===== src/hdl/fetch_params.svh =====
// Queue depth must be at least the burst length or no fetch can ever start
`ifndef FETCH_PARAMS_SVH
`define FETCH_PARAMS_SVH

// --------------------
// Prefetch queue
// --------------------

// Entries held in the prefetch queue
`define FETCH_QUEUE_DEPTH 8

// --------------------
// Memory side
// --------------------

// Words read per burst
`define FETCH_BURST_WORDS 4

// Byte address width
`define FETCH_ADDR_W 32

`endif


===== src/hdl/fetch_pkg.sv =====
// Entry count holds 1 to 4 and the lowest addressed byte sits in bits 7:0
`default_nettype none

package fetch_pkg;

    // Fetch controller state
    typedef enum logic {
        FETCH_IDLE = 1'b0,
        FETCH_READ = 1'b1
    } fetch_state_e;

    // Burst reader handshake state
    // RD_REQ holds req high until ack
    // RD_RELEASE holds req low until ack drops
    typedef enum logic [1:0] {
        RD_IDLE    = 2'd0,
        RD_REQ     = 2'd1,
        RD_RELEASE = 2'd2
    } reader_state_e;

    // One queue entry, up to four bytes of code
    typedef struct packed {
        logic [2:0]  count;
        logic [31:0] bytes;
    } prefetch_entry_t;

endpackage

`default_nettype wire


===== src/hdl/code_bus_if.sv =====
// Start is honoured only while the reader is idle and address is sampled with start only
`default_nettype none
`include "fetch_params.svh"

interface code_bus_if;

    // Burst request from the fetch controller
    logic                     start;
    logic [`FETCH_ADDR_W-1:0] address;

    // Word return from the burst reader
    logic [31:0]              word;
    logic                     partial_done;
    logic                     done;

    modport fetcher (
        output start,
        output address,
        input  word,
        input  partial_done,
        input  done
    );

    modport reader (
        input  start,
        input  address,
        output word,
        output partial_done,
        output done
    );

endinterface

`default_nettype wire


===== src/hdl/line_fetch.sv =====
// Caller limits fetch_length to 16 and to page and segment bounds before the request
`default_nettype none
`include "fetch_params.svh"

module line_fetch (
    input  logic                       clk,
    input  logic                       rst_n,
    input  logic                       flush,
    input  logic                       fetch_do,
    input  logic [`FETCH_ADDR_W-1:0]   fetch_address,
    input  logic [4:0]                 fetch_length,
    output logic                       fetch_idle,
    code_bus_if.fetcher                bus,
    input  logic                       line_room,
    output logic                       entry_write,
    output fetch_pkg::prefetch_entry_t entry,
    output logic                       prefetched_do,
    output logic [4:0]                 prefetched_length
);

    // Three bits of byte count per burst word
    localparam int CNT_W = 3 * `FETCH_BURST_WORDS;

    // --------------------
    // State
    // --------------------

    fetch_pkg::fetch_state_e state;
    logic [1:0]              offset;
    logic [4:0]              remaining;
    logic [CNT_W-1:0]        count_list;
    logic                    flush_pending;

    logic [CNT_W-1:0]        count_init;
    logic                    accept;
    logic                    word_in;
    logic [2:0]              word_count;
    logic [2:0]              take_count;
    logic                    deliver;

    // Per-word counts at acceptance
    // First word loses the bytes below the start offset
    always_comb begin
        count_init = '0;
        for (int i = 0; i < `FETCH_BURST_WORDS; i++) begin
            count_init[3*i +: 3] = 3'd4;
        end
        count_init[2:0] = 3'd4 - {1'b0, fetch_address[1:0]};
    end

    // --------------------
    // Request side
    // --------------------

    // New burst only with room for every word of it
    assign accept = (state == fetch_pkg::FETCH_IDLE) && fetch_do && (fetch_length != 5'd0)
                    && !flush && line_room;

    assign bus.start   = accept;
    assign bus.address = {fetch_address[`FETCH_ADDR_W-1:2], 2'b00};
    assign fetch_idle  = (state == fetch_pkg::FETCH_IDLE);

    // --------------------
    // Word trimming
    // --------------------

    assign word_in    = bus.partial_done || bus.done;
    assign word_count = count_list[2:0];

    // Smaller of word count and bytes still wanted
    assign take_count = ({2'b00, word_count} > remaining) ? remaining[2:0] : word_count;

    // Nothing reaches the queue once a flush has been seen
    assign deliver = (state == fetch_pkg::FETCH_READ) && word_in && !flush && !flush_pending
                     && (remaining != 5'd0);

    assign entry_write       = deliver;
    assign entry             = '{count: take_count, bytes: bus.word >> {offset, 3'b000}};
    assign prefetched_do     = deliver;
    assign prefetched_length = {2'b00, take_count};

    // Back to idle on the edge after the last word
    always_ff @(posedge clk) begin
        if (!rst_n) begin
            state <= fetch_pkg::FETCH_IDLE;
        end else if (accept) begin
            state <= fetch_pkg::FETCH_READ;
        end else if ((state == fetch_pkg::FETCH_READ) && bus.done) begin
            state <= fetch_pkg::FETCH_IDLE;
        end
    end

    // Flush mid-burst mutes the rest of that burst
    always_ff @(posedge clk) begin
        if (!rst_n) begin
            flush_pending <= 1'b0;
        end else if ((state == fetch_pkg::FETCH_READ) && flush) begin
            flush_pending <= 1'b1;
        end else if (state == fetch_pkg::FETCH_IDLE) begin
            flush_pending <= 1'b0;
        end
    end

    // Offset only applies to word 0 so it clears after the first return
    always_ff @(posedge clk) begin
        if (accept) begin
            offset     <= fetch_address[1:0];
            remaining  <= fetch_length;
            count_list <= count_init;
        end else if ((state == fetch_pkg::FETCH_READ) && word_in) begin
            offset     <= 2'b00;
            count_list <= count_list >> 3;
            if (deliver) begin
                remaining <= remaining - {2'b00, take_count};
            end
        end
    end

endmodule

`default_nettype wire


===== src/hdl/burst_reader.sv =====
// Always finishes all words of a burst and waits for ack low before each new req
`default_nettype none
`include "fetch_params.svh"

module burst_reader (
    input  logic                     clk,
    input  logic                     rst_n,
    code_bus_if.reader               bus,
    output logic                     mem_req,
    output logic [`FETCH_ADDR_W-1:0] mem_addr,
    input  logic                     mem_ack,
    input  logic [31:0]              mem_rdata
);

    localparam int WCNT_W = $clog2(`FETCH_BURST_WORDS);
    localparam logic [WCNT_W-1:0] LAST_WORD = WCNT_W'(`FETCH_BURST_WORDS - 1);
    localparam logic [`FETCH_ADDR_W-1:0] WORD_STEP = 4;

    fetch_pkg::reader_state_e state;
    logic [WCNT_W-1:0]        word_cnt;
    logic [`FETCH_ADDR_W-1:0] addr;
    logic [31:0]              data_q;
    logic                     partial_q;
    logic                     done_q;
    logic                     capture;
    logic                     last_word;

    // Ack seen while requesting
    assign capture   = (state == fetch_pkg::RD_REQ) && mem_ack;
    assign last_word = (word_cnt == LAST_WORD);

    // --------------------
    // Handshake FSM
    // --------------------

    // Burst enters through RD_RELEASE so a late ack from the last burst drains first
    // Final word goes straight to idle so the next start is never missed
    always_ff @(posedge clk) begin
        if (!rst_n) begin
            state     <= fetch_pkg::RD_IDLE;
            word_cnt  <= '0;
            partial_q <= 1'b0;
            done_q    <= 1'b0;
        end else begin
            // Pulse one cycle after the capture edge
            partial_q <= capture && !last_word;
            done_q    <= capture && last_word;
            case (state)
                fetch_pkg::RD_IDLE: begin
                    if (bus.start) begin
                        state    <= fetch_pkg::RD_RELEASE;
                        word_cnt <= '0;
                    end
                end
                fetch_pkg::RD_RELEASE: begin
                    if (!mem_ack) begin
                        state <= fetch_pkg::RD_REQ;
                    end
                end
                fetch_pkg::RD_REQ: begin
                    if (mem_ack) begin
                        word_cnt <= word_cnt + 1'b1;
                        state    <= last_word ? fetch_pkg::RD_IDLE : fetch_pkg::RD_RELEASE;
                    end
                end
                default: begin
                    state <= fetch_pkg::RD_IDLE;
                end
            endcase
        end
    end

    // Address steps once req is down
    always_ff @(posedge clk) begin
        if ((state == fetch_pkg::RD_IDLE) && bus.start) begin
            addr <= bus.address;
        end else if (capture) begin
            addr <= addr + WORD_STEP;
        end
        if (capture) begin
            data_q <= mem_rdata;
        end
    end

    assign mem_req          = (state == fetch_pkg::RD_REQ);
    assign mem_addr         = addr;
    assign bus.word         = data_q;
    assign bus.partial_done = partial_q;
    assign bus.done         = done_q;

endmodule

`default_nettype wire


===== src/hdl/prefetch_queue.sv =====
// Writer must respect line_room because a write into a full queue is not blocked
`default_nettype none
`include "fetch_params.svh"

module prefetch_queue (
    input  logic                       clk,
    input  logic                       rst_n,
    input  logic                       flush,
    input  logic                       entry_write,
    input  fetch_pkg::prefetch_entry_t entry,
    output logic                       line_room,
    output logic                       byte_valid,
    output logic [7:0]                 byte_data,
    input  logic                       byte_take
);

    localparam int DEPTH = `FETCH_QUEUE_DEPTH;
    localparam int PTR_W = $clog2(DEPTH);
    localparam int CNT_W = $clog2(DEPTH + 1);

    fetch_pkg::prefetch_entry_t mem [DEPTH];
    fetch_pkg::prefetch_entry_t head;
    logic [PTR_W-1:0]           wr_ptr;
    logic [PTR_W-1:0]           rd_ptr;
    logic [CNT_W-1:0]           used;
    logic [1:0]                 byte_idx;
    logic                       take;
    logic                       head_last;
    logic                       pop;

    // Wrap for any depth
    function automatic logic [PTR_W-1:0] ptr_next(input logic [PTR_W-1:0] p);
        return (p == PTR_W'(DEPTH - 1)) ? '0 : p + 1'b1;
    endfunction

    // --------------------
    // Byte output
    // --------------------

    assign head       = mem[rd_ptr];
    assign byte_valid = (used != '0);
    assign byte_data  = head.bytes[{byte_idx, 3'b000} +: 8];
    assign take       = byte_valid && byte_take;
    assign head_last  = ({1'b0, byte_idx} == (head.count - 3'd1));
    assign pop        = take && head_last;

    // Room for a whole burst of entries
    assign line_room = (DEPTH - int'(used)) >= `FETCH_BURST_WORDS;

    // Flush drops everything on the sampling edge
    always_ff @(posedge clk) begin
        if (!rst_n || flush) begin
            wr_ptr   <= '0;
            rd_ptr   <= '0;
            used     <= '0;
            byte_idx <= '0;
        end else begin
            if (entry_write) begin
                wr_ptr <= ptr_next(wr_ptr);
            end
            if (pop) begin
                rd_ptr <= ptr_next(rd_ptr);
            end
            if (entry_write && !pop) begin
                used <= used + 1'b1;
            end else if (pop && !entry_write) begin
                used <= used - 1'b1;
            end
            // Byte index restarts with each new head
            if (pop) begin
                byte_idx <= '0;
            end else if (take) begin
                byte_idx <= byte_idx + 1'b1;
            end
        end
    end

    // Entry storage
    always_ff @(posedge clk) begin
        if (entry_write) begin
            mem[wr_ptr] <= entry;
        end
    end

endmodule

`default_nettype wire


===== src/hdl/fetch_top.sv =====
// Every fetch reads a full burst from memory since there is no cache behind this path
`default_nettype none
`include "fetch_params.svh"

module fetch_top (
    input  logic                     clk,
    input  logic                     rst_n,
    input  logic                     flush,
    input  logic                     fetch_do,
    input  logic [`FETCH_ADDR_W-1:0] fetch_address,
    input  logic [4:0]               fetch_length,
    output logic                     fetch_idle,
    output logic                     prefetched_do,
    output logic [4:0]               prefetched_length,
    output logic                     mem_req,
    output logic [`FETCH_ADDR_W-1:0] mem_addr,
    input  logic                     mem_ack,
    input  logic [31:0]              mem_rdata,
    output logic                     byte_valid,
    output logic [7:0]               byte_data,
    input  logic                     byte_take
);

    // Controller to reader burst bus
    code_bus_if bus ();

    // Controller to queue
    logic                       line_room;
    logic                       entry_write;
    fetch_pkg::prefetch_entry_t entry;

    line_fetch u_line_fetch (
        .clk               (clk),
        .rst_n             (rst_n),
        .flush             (flush),
        .fetch_do          (fetch_do),
        .fetch_address     (fetch_address),
        .fetch_length      (fetch_length),
        .fetch_idle        (fetch_idle),
        .bus               (bus.fetcher),
        .line_room         (line_room),
        .entry_write       (entry_write),
        .entry             (entry),
        .prefetched_do     (prefetched_do),
        .prefetched_length (prefetched_length)
    );

    burst_reader u_burst_reader (
        .clk       (clk),
        .rst_n     (rst_n),
        .bus       (bus.reader),
        .mem_req   (mem_req),
        .mem_addr  (mem_addr),
        .mem_ack   (mem_ack),
        .mem_rdata (mem_rdata)
    );

    prefetch_queue u_prefetch_queue (
        .clk         (clk),
        .rst_n       (rst_n),
        .flush       (flush),
        .entry_write (entry_write),
        .entry       (entry),
        .line_room   (line_room),
        .byte_valid  (byte_valid),
        .byte_data   (byte_data),
        .byte_take   (byte_take)
    );

endmodule

`default_nettype wire


===== config.mk =====
export PLATFORM = sky130hd
export DESIGN_NAME = fetch_top
export DESIGN_NICKNAME = d
export VERILOG_FILES = /design/src/hdl/fetch_pkg.sv /design/src/hdl/code_bus_if.sv /design/src/hdl/line_fetch.sv /design/src/hdl/burst_reader.sv /design/src/hdl/prefetch_queue.sv /design/src/hdl/fetch_top.sv
export VERILOG_INCLUDE_DIRS = /design/src /design/src/hdl
export SDC_FILE = /design/constraint.sdc
export NUM_CORES = 1
export LEC_CHECK = 0
export BUFFER_PORTS_ARGS = -buffer_cell sky130_fd_sc_hd__buf_2
export CAP_MARGIN = 20
export CORE_AREA = 2 2 222 224
export CTS_BUF_LIST = sky130_fd_sc_hd__clkbuf_2
export CTS_CLUSTER_DIAMETER = 50
export DETAILED_ROUTE_END_ITERATION = 12
export DIE_AREA = 0 0 224 226
export PLACE_DENSITY_LB_ADDON = 0.08
export SLEW_MARGIN = 20
export SYNTH_ARGS = -nofsm -noshare
export SYNTH_HDL_FRONTEND = slang
export SYNTH_SLANG_ARGS = --single-unit
export TNS_END_PERCENT = 50

===== constraint.sdc =====
create_clock -name clk -period 7.3 [get_ports clk]
set_clock_uncertainty 0.05 [all_clocks]
set_input_delay 0 -clock clk [delete_from_list [all_inputs] [get_ports clk]]
set_output_delay 0 -clock clk [all_outputs]
set_load 0.03 [all_outputs]

==> metrics <==
total track usage=between 10% and 20%; htree depth=3; Max FO, Critical Path=35; Synth area leader=edfxtp_1; post-layout minimum cycle time=~5 ns; CP Depth=15; post-cts resize count=0; Reg area=~11000 sq um; # port buffers=approximately 120; relative slew slack=between 30% and 40%; Worst Path Required=between 7 and 8 ns; Cell variety after synth=48; synthesized cell area=15730 sq um; Power Density=208.5 nW/um^2; clk buf depth=3; Tcrit/Tclk final=67.17%; post-DR wirelength/cell=19.72 microns; largest net degree at the start of global routing=63; fill cell count=roughly 4400; CTS Buf Count=slightly above 100; Reg2Reg Depth=15; RSZ-0062 raised after global routing=no; Syn Area/Cell=about 17 sq um; DIE WIDTH=around 220 microns; most frequent CP cell=inv_1; clk root buf=clkbuf_2; slowest CP cell=a311oi_1; fin. max-slew vios=0; HP Start=mem_rdata[25]; fraction of layout instances using a drive strength above 1=just under 30%; Setup CP Type=reg -> reg; most used flip-flop cell after synthesis=edfxtp_1; fin util=a little over two fifths; number of max-cap violations=0; CTS tree=built; area delta synth->final=28.98%; first-pass GRT wire length=~61000 microns; status=complete, no violations; Std-Cell Core Area=48340 sq um; Least-Margin Pin Slew=roughly 1 ns; Placed Area=17100 sq um; nets@finish=~1400; die height=between 200 and 250 microns; Yosys warning count=0; Finish-stage setup viols=0; DIE AREA=a little over 50000 sq um; WHS Endpoint=u_burst_reader.bus.word[25]$_DFFE_PP_; cells along the critical path=buf_4 > inv_1 > ha_1 > inv_1 > a21o_1 > a21oi_1 > a311oi_1 > mux2i_1 > ha_1 > inv_1 > fa_1 > a211oi_1 > xnor2_1 > a21oi_1 > dlygate4sd3_1; DR pass1 iterations=4; Seq cells post-synth=between 300 and 400; delay of the slowest critical-path stage=between 0.7 and 0.8 ns; Starting Density=32.54%; Startpoint Class=flop; end of the worst register-to-register path=u_line_fetch.remaining[4]$_DFFE_PP_; hold_ws=around 0.17 ns; cell count after placement=~1600; fmax=203.9 MHz; Post-Layout Inst Area=20290 sq um; DP Wirelength=between 20000 and 25000 microns; number of hold buffers added after CTS=between 200 and 250; Final ANT Viol Nets=0; asr flop ratio synth=0%; worst hold path class=in -> reg; number of remaining DRC errors=0; RePlAce Congestion=between 0.7 and 0.8; post-synthesis cell count=900; top-level I/O count=124; Finished Layout Cells=just over 2000; Crit path arrival time=about 5.6 ns; flop2flop setup slack=2.40 ns; worst-skew pair later-pin latency=between 1 and 1.5 ns; initial DRC count=about 570; worst hold path cell count=3; post-synth top area share=approximately two thirds; mean number of vias per cell=~4.8; crit end category=flop; final WL=39910 microns; Reg-to-Reg Start=u_line_fetch.offset[0]$_SDFFCE_PN0P_; CP top delay family=buffers and inverters; vias in the first global route=~11000; setup_tns=0 ns; Synth area leaders=edfxtp_1, mux4_2, dfxtp_1, mux2i_1, a21oi_1; sequential share of the synthesized area=approximately 70%; Hold Vio Cnt, Final=0; post-CTS setup buffer count=0; Post-synth EDFFs=~350; multi-input logic area=4452 sq um; Cell Rows=81; initial antenna violation count=2; Buf/Inv on CP=5; final global-route overflow total=0; Clock transition at path regs=0.09 ns; Leak=a little over 0.007 uW; clock net sink count=about 380; Via Count=approximately 9700; VDD IR max=0.09480 mV
## cell usage after synthesis, types with 10 or more instances
library cell,number
edfxtp_1,351
mux4_2,84
nor2_1,65
a21oi_1,50
mux2i_1,33
nand2_1,31
clkbuf_1,30
dfxtp_1,26
xor2_1,20
ha_1,17
inv_1,16
nand3_1,16
xnor2_1,15
mux2_2,13
o21ai_0,13
and2_1,11
nor2b_1,11
nand4_1,10
## sequential cells by signal, indices dropped and copies added, names as in the netlist, 3 cells and up, named ones only
register                 flops
u_prefetch_queue.rd_ptr      3
u_line_fetch.count_list      5
u_line_fetch.remaining       5
u_prefetch_queue.mem       280
u_burst_reader.bus.word     32
u_burst_reader.mem_addr     30
u_prefetch_queue.wr_ptr      3
u_prefetch_queue.used        4
## worst register-to-register path, cell delays in order, from the launching register on
cell           delay (ns)
edfxtp_1             0.33
buf_4                0.42
inv_1                0.17
ha_1                 0.23
inv_1                0.05
a21o_1               0.10
a21oi_1              0.06
a311oi_1             0.72
mux2i_1              0.67
ha_1                 0.27
inv_1                0.07
fa_1                 0.40
a211oi_1             0.31
xnor2_1              0.16
a21oi_1              0.08
dlygate4sd3_1        0.57
## stage by stage
stage,total power (uW),worst slack (ns)
final,4231,2.396
after global routing,4452,1.975
after CTS,4312,2.396
after detailed placement,2639,2.650
after global placement,2639,2.685
after floorplan,2568,3.095
## final cells by class
cell class | instances | share of cell area [%]
inverters | 16 | 0.2960
clock buffers | 158 | 3.898
multi-input cells | 463 | 21.94
clock inverters | 25 | 0.8202
diodes | 2 | 0.02467
well taps | 622 | 3.836
repair buffers | 361 | 14.63
flip-flops and latches | 377 | 54.55
## cell families after synthesis
| kind of cell | synth area share (%) |
|---|---|
| compound gates | 3.476 |
| xor+xnor | 1.949 |
| fa+ha+maj | 1.607 |
| buf+inv | 1.933 |
| flops | 70.31 |
| mux | 15.06 |
| other cells | 0.02384 |
| simple gates | 5.639 |
## layer usage
metal	up-vias	part of all wire, %	track usage, %
met2	221	49	26.91
met4	0	2.2	5.828
met1	4925	45	21.07
met5	-	0	0
met3	77	4.1	3.825
li1	4457	-	-
## where the power goes
group          leakage [uW]  internal [uW]  switching, uW
Sequential          0.00340           2380           18.9
Combinational       0.00302            154            142
Clock              0.000717            643            891
Total               0.00714           3180           1050
## worst max-delay path by stage
stage,startpoint,end
floorplan,u_line_fetch.state$_SDFFE_PN0P_,u_prefetch_queue.mem[0][0]$_DFFE_PP_
global placement,flop,u_prefetch_queue.used[3]$_SDFFE_PP0P_
detailed placement,flop,u_prefetch_queue.used[3]$_SDFFE_PP0P_
CTS,u_line_fetch.offset[0]$_SDFFCE_PN0P_,u_line_fetch.remaining[4]$_DFFE_PP_
global route,u_line_fetch.offset[0]$_SDFFCE_PN0P_,u_line_fetch.remaining[4]$_DFFE_PP_
finish,u_line_fetch.offset[0]$_SDFFCE_PN0P_,u_line_fetch.remaining[4]$_DFFE_PP_
## cell usage in the layout (no fill, tap or decap), types with 3 or more instances in the layout
cell           instances
buf_4                 20
dlygate4sd3_1        222
clkbuf_2             158
o211ai_1               4
mux4_2                84
nor2_4                 6
ha_1                  17
and2_1                11
a21o_1                 3
and3_1                 8
nand3_1               16
conb_1                 4
nor2b_1               11
nand2b_1               6
nor2_1                59
clkinv_1              18
o21ai_0               13
inv_1                 16
nand2_1               30
clkinvlp_4             4
or3_1                  4
o21ai_1                5
buf_2                119
a211oi_1               9
edfxtp_1             351
a21oi_1               50
mux2i_1               33
nand4_1               10
dfxtp_1               24
nor3_1                 3
mux2_2                13
xor2_1                20
xnor2_1               15
Power figures use the tool's default switching activity.
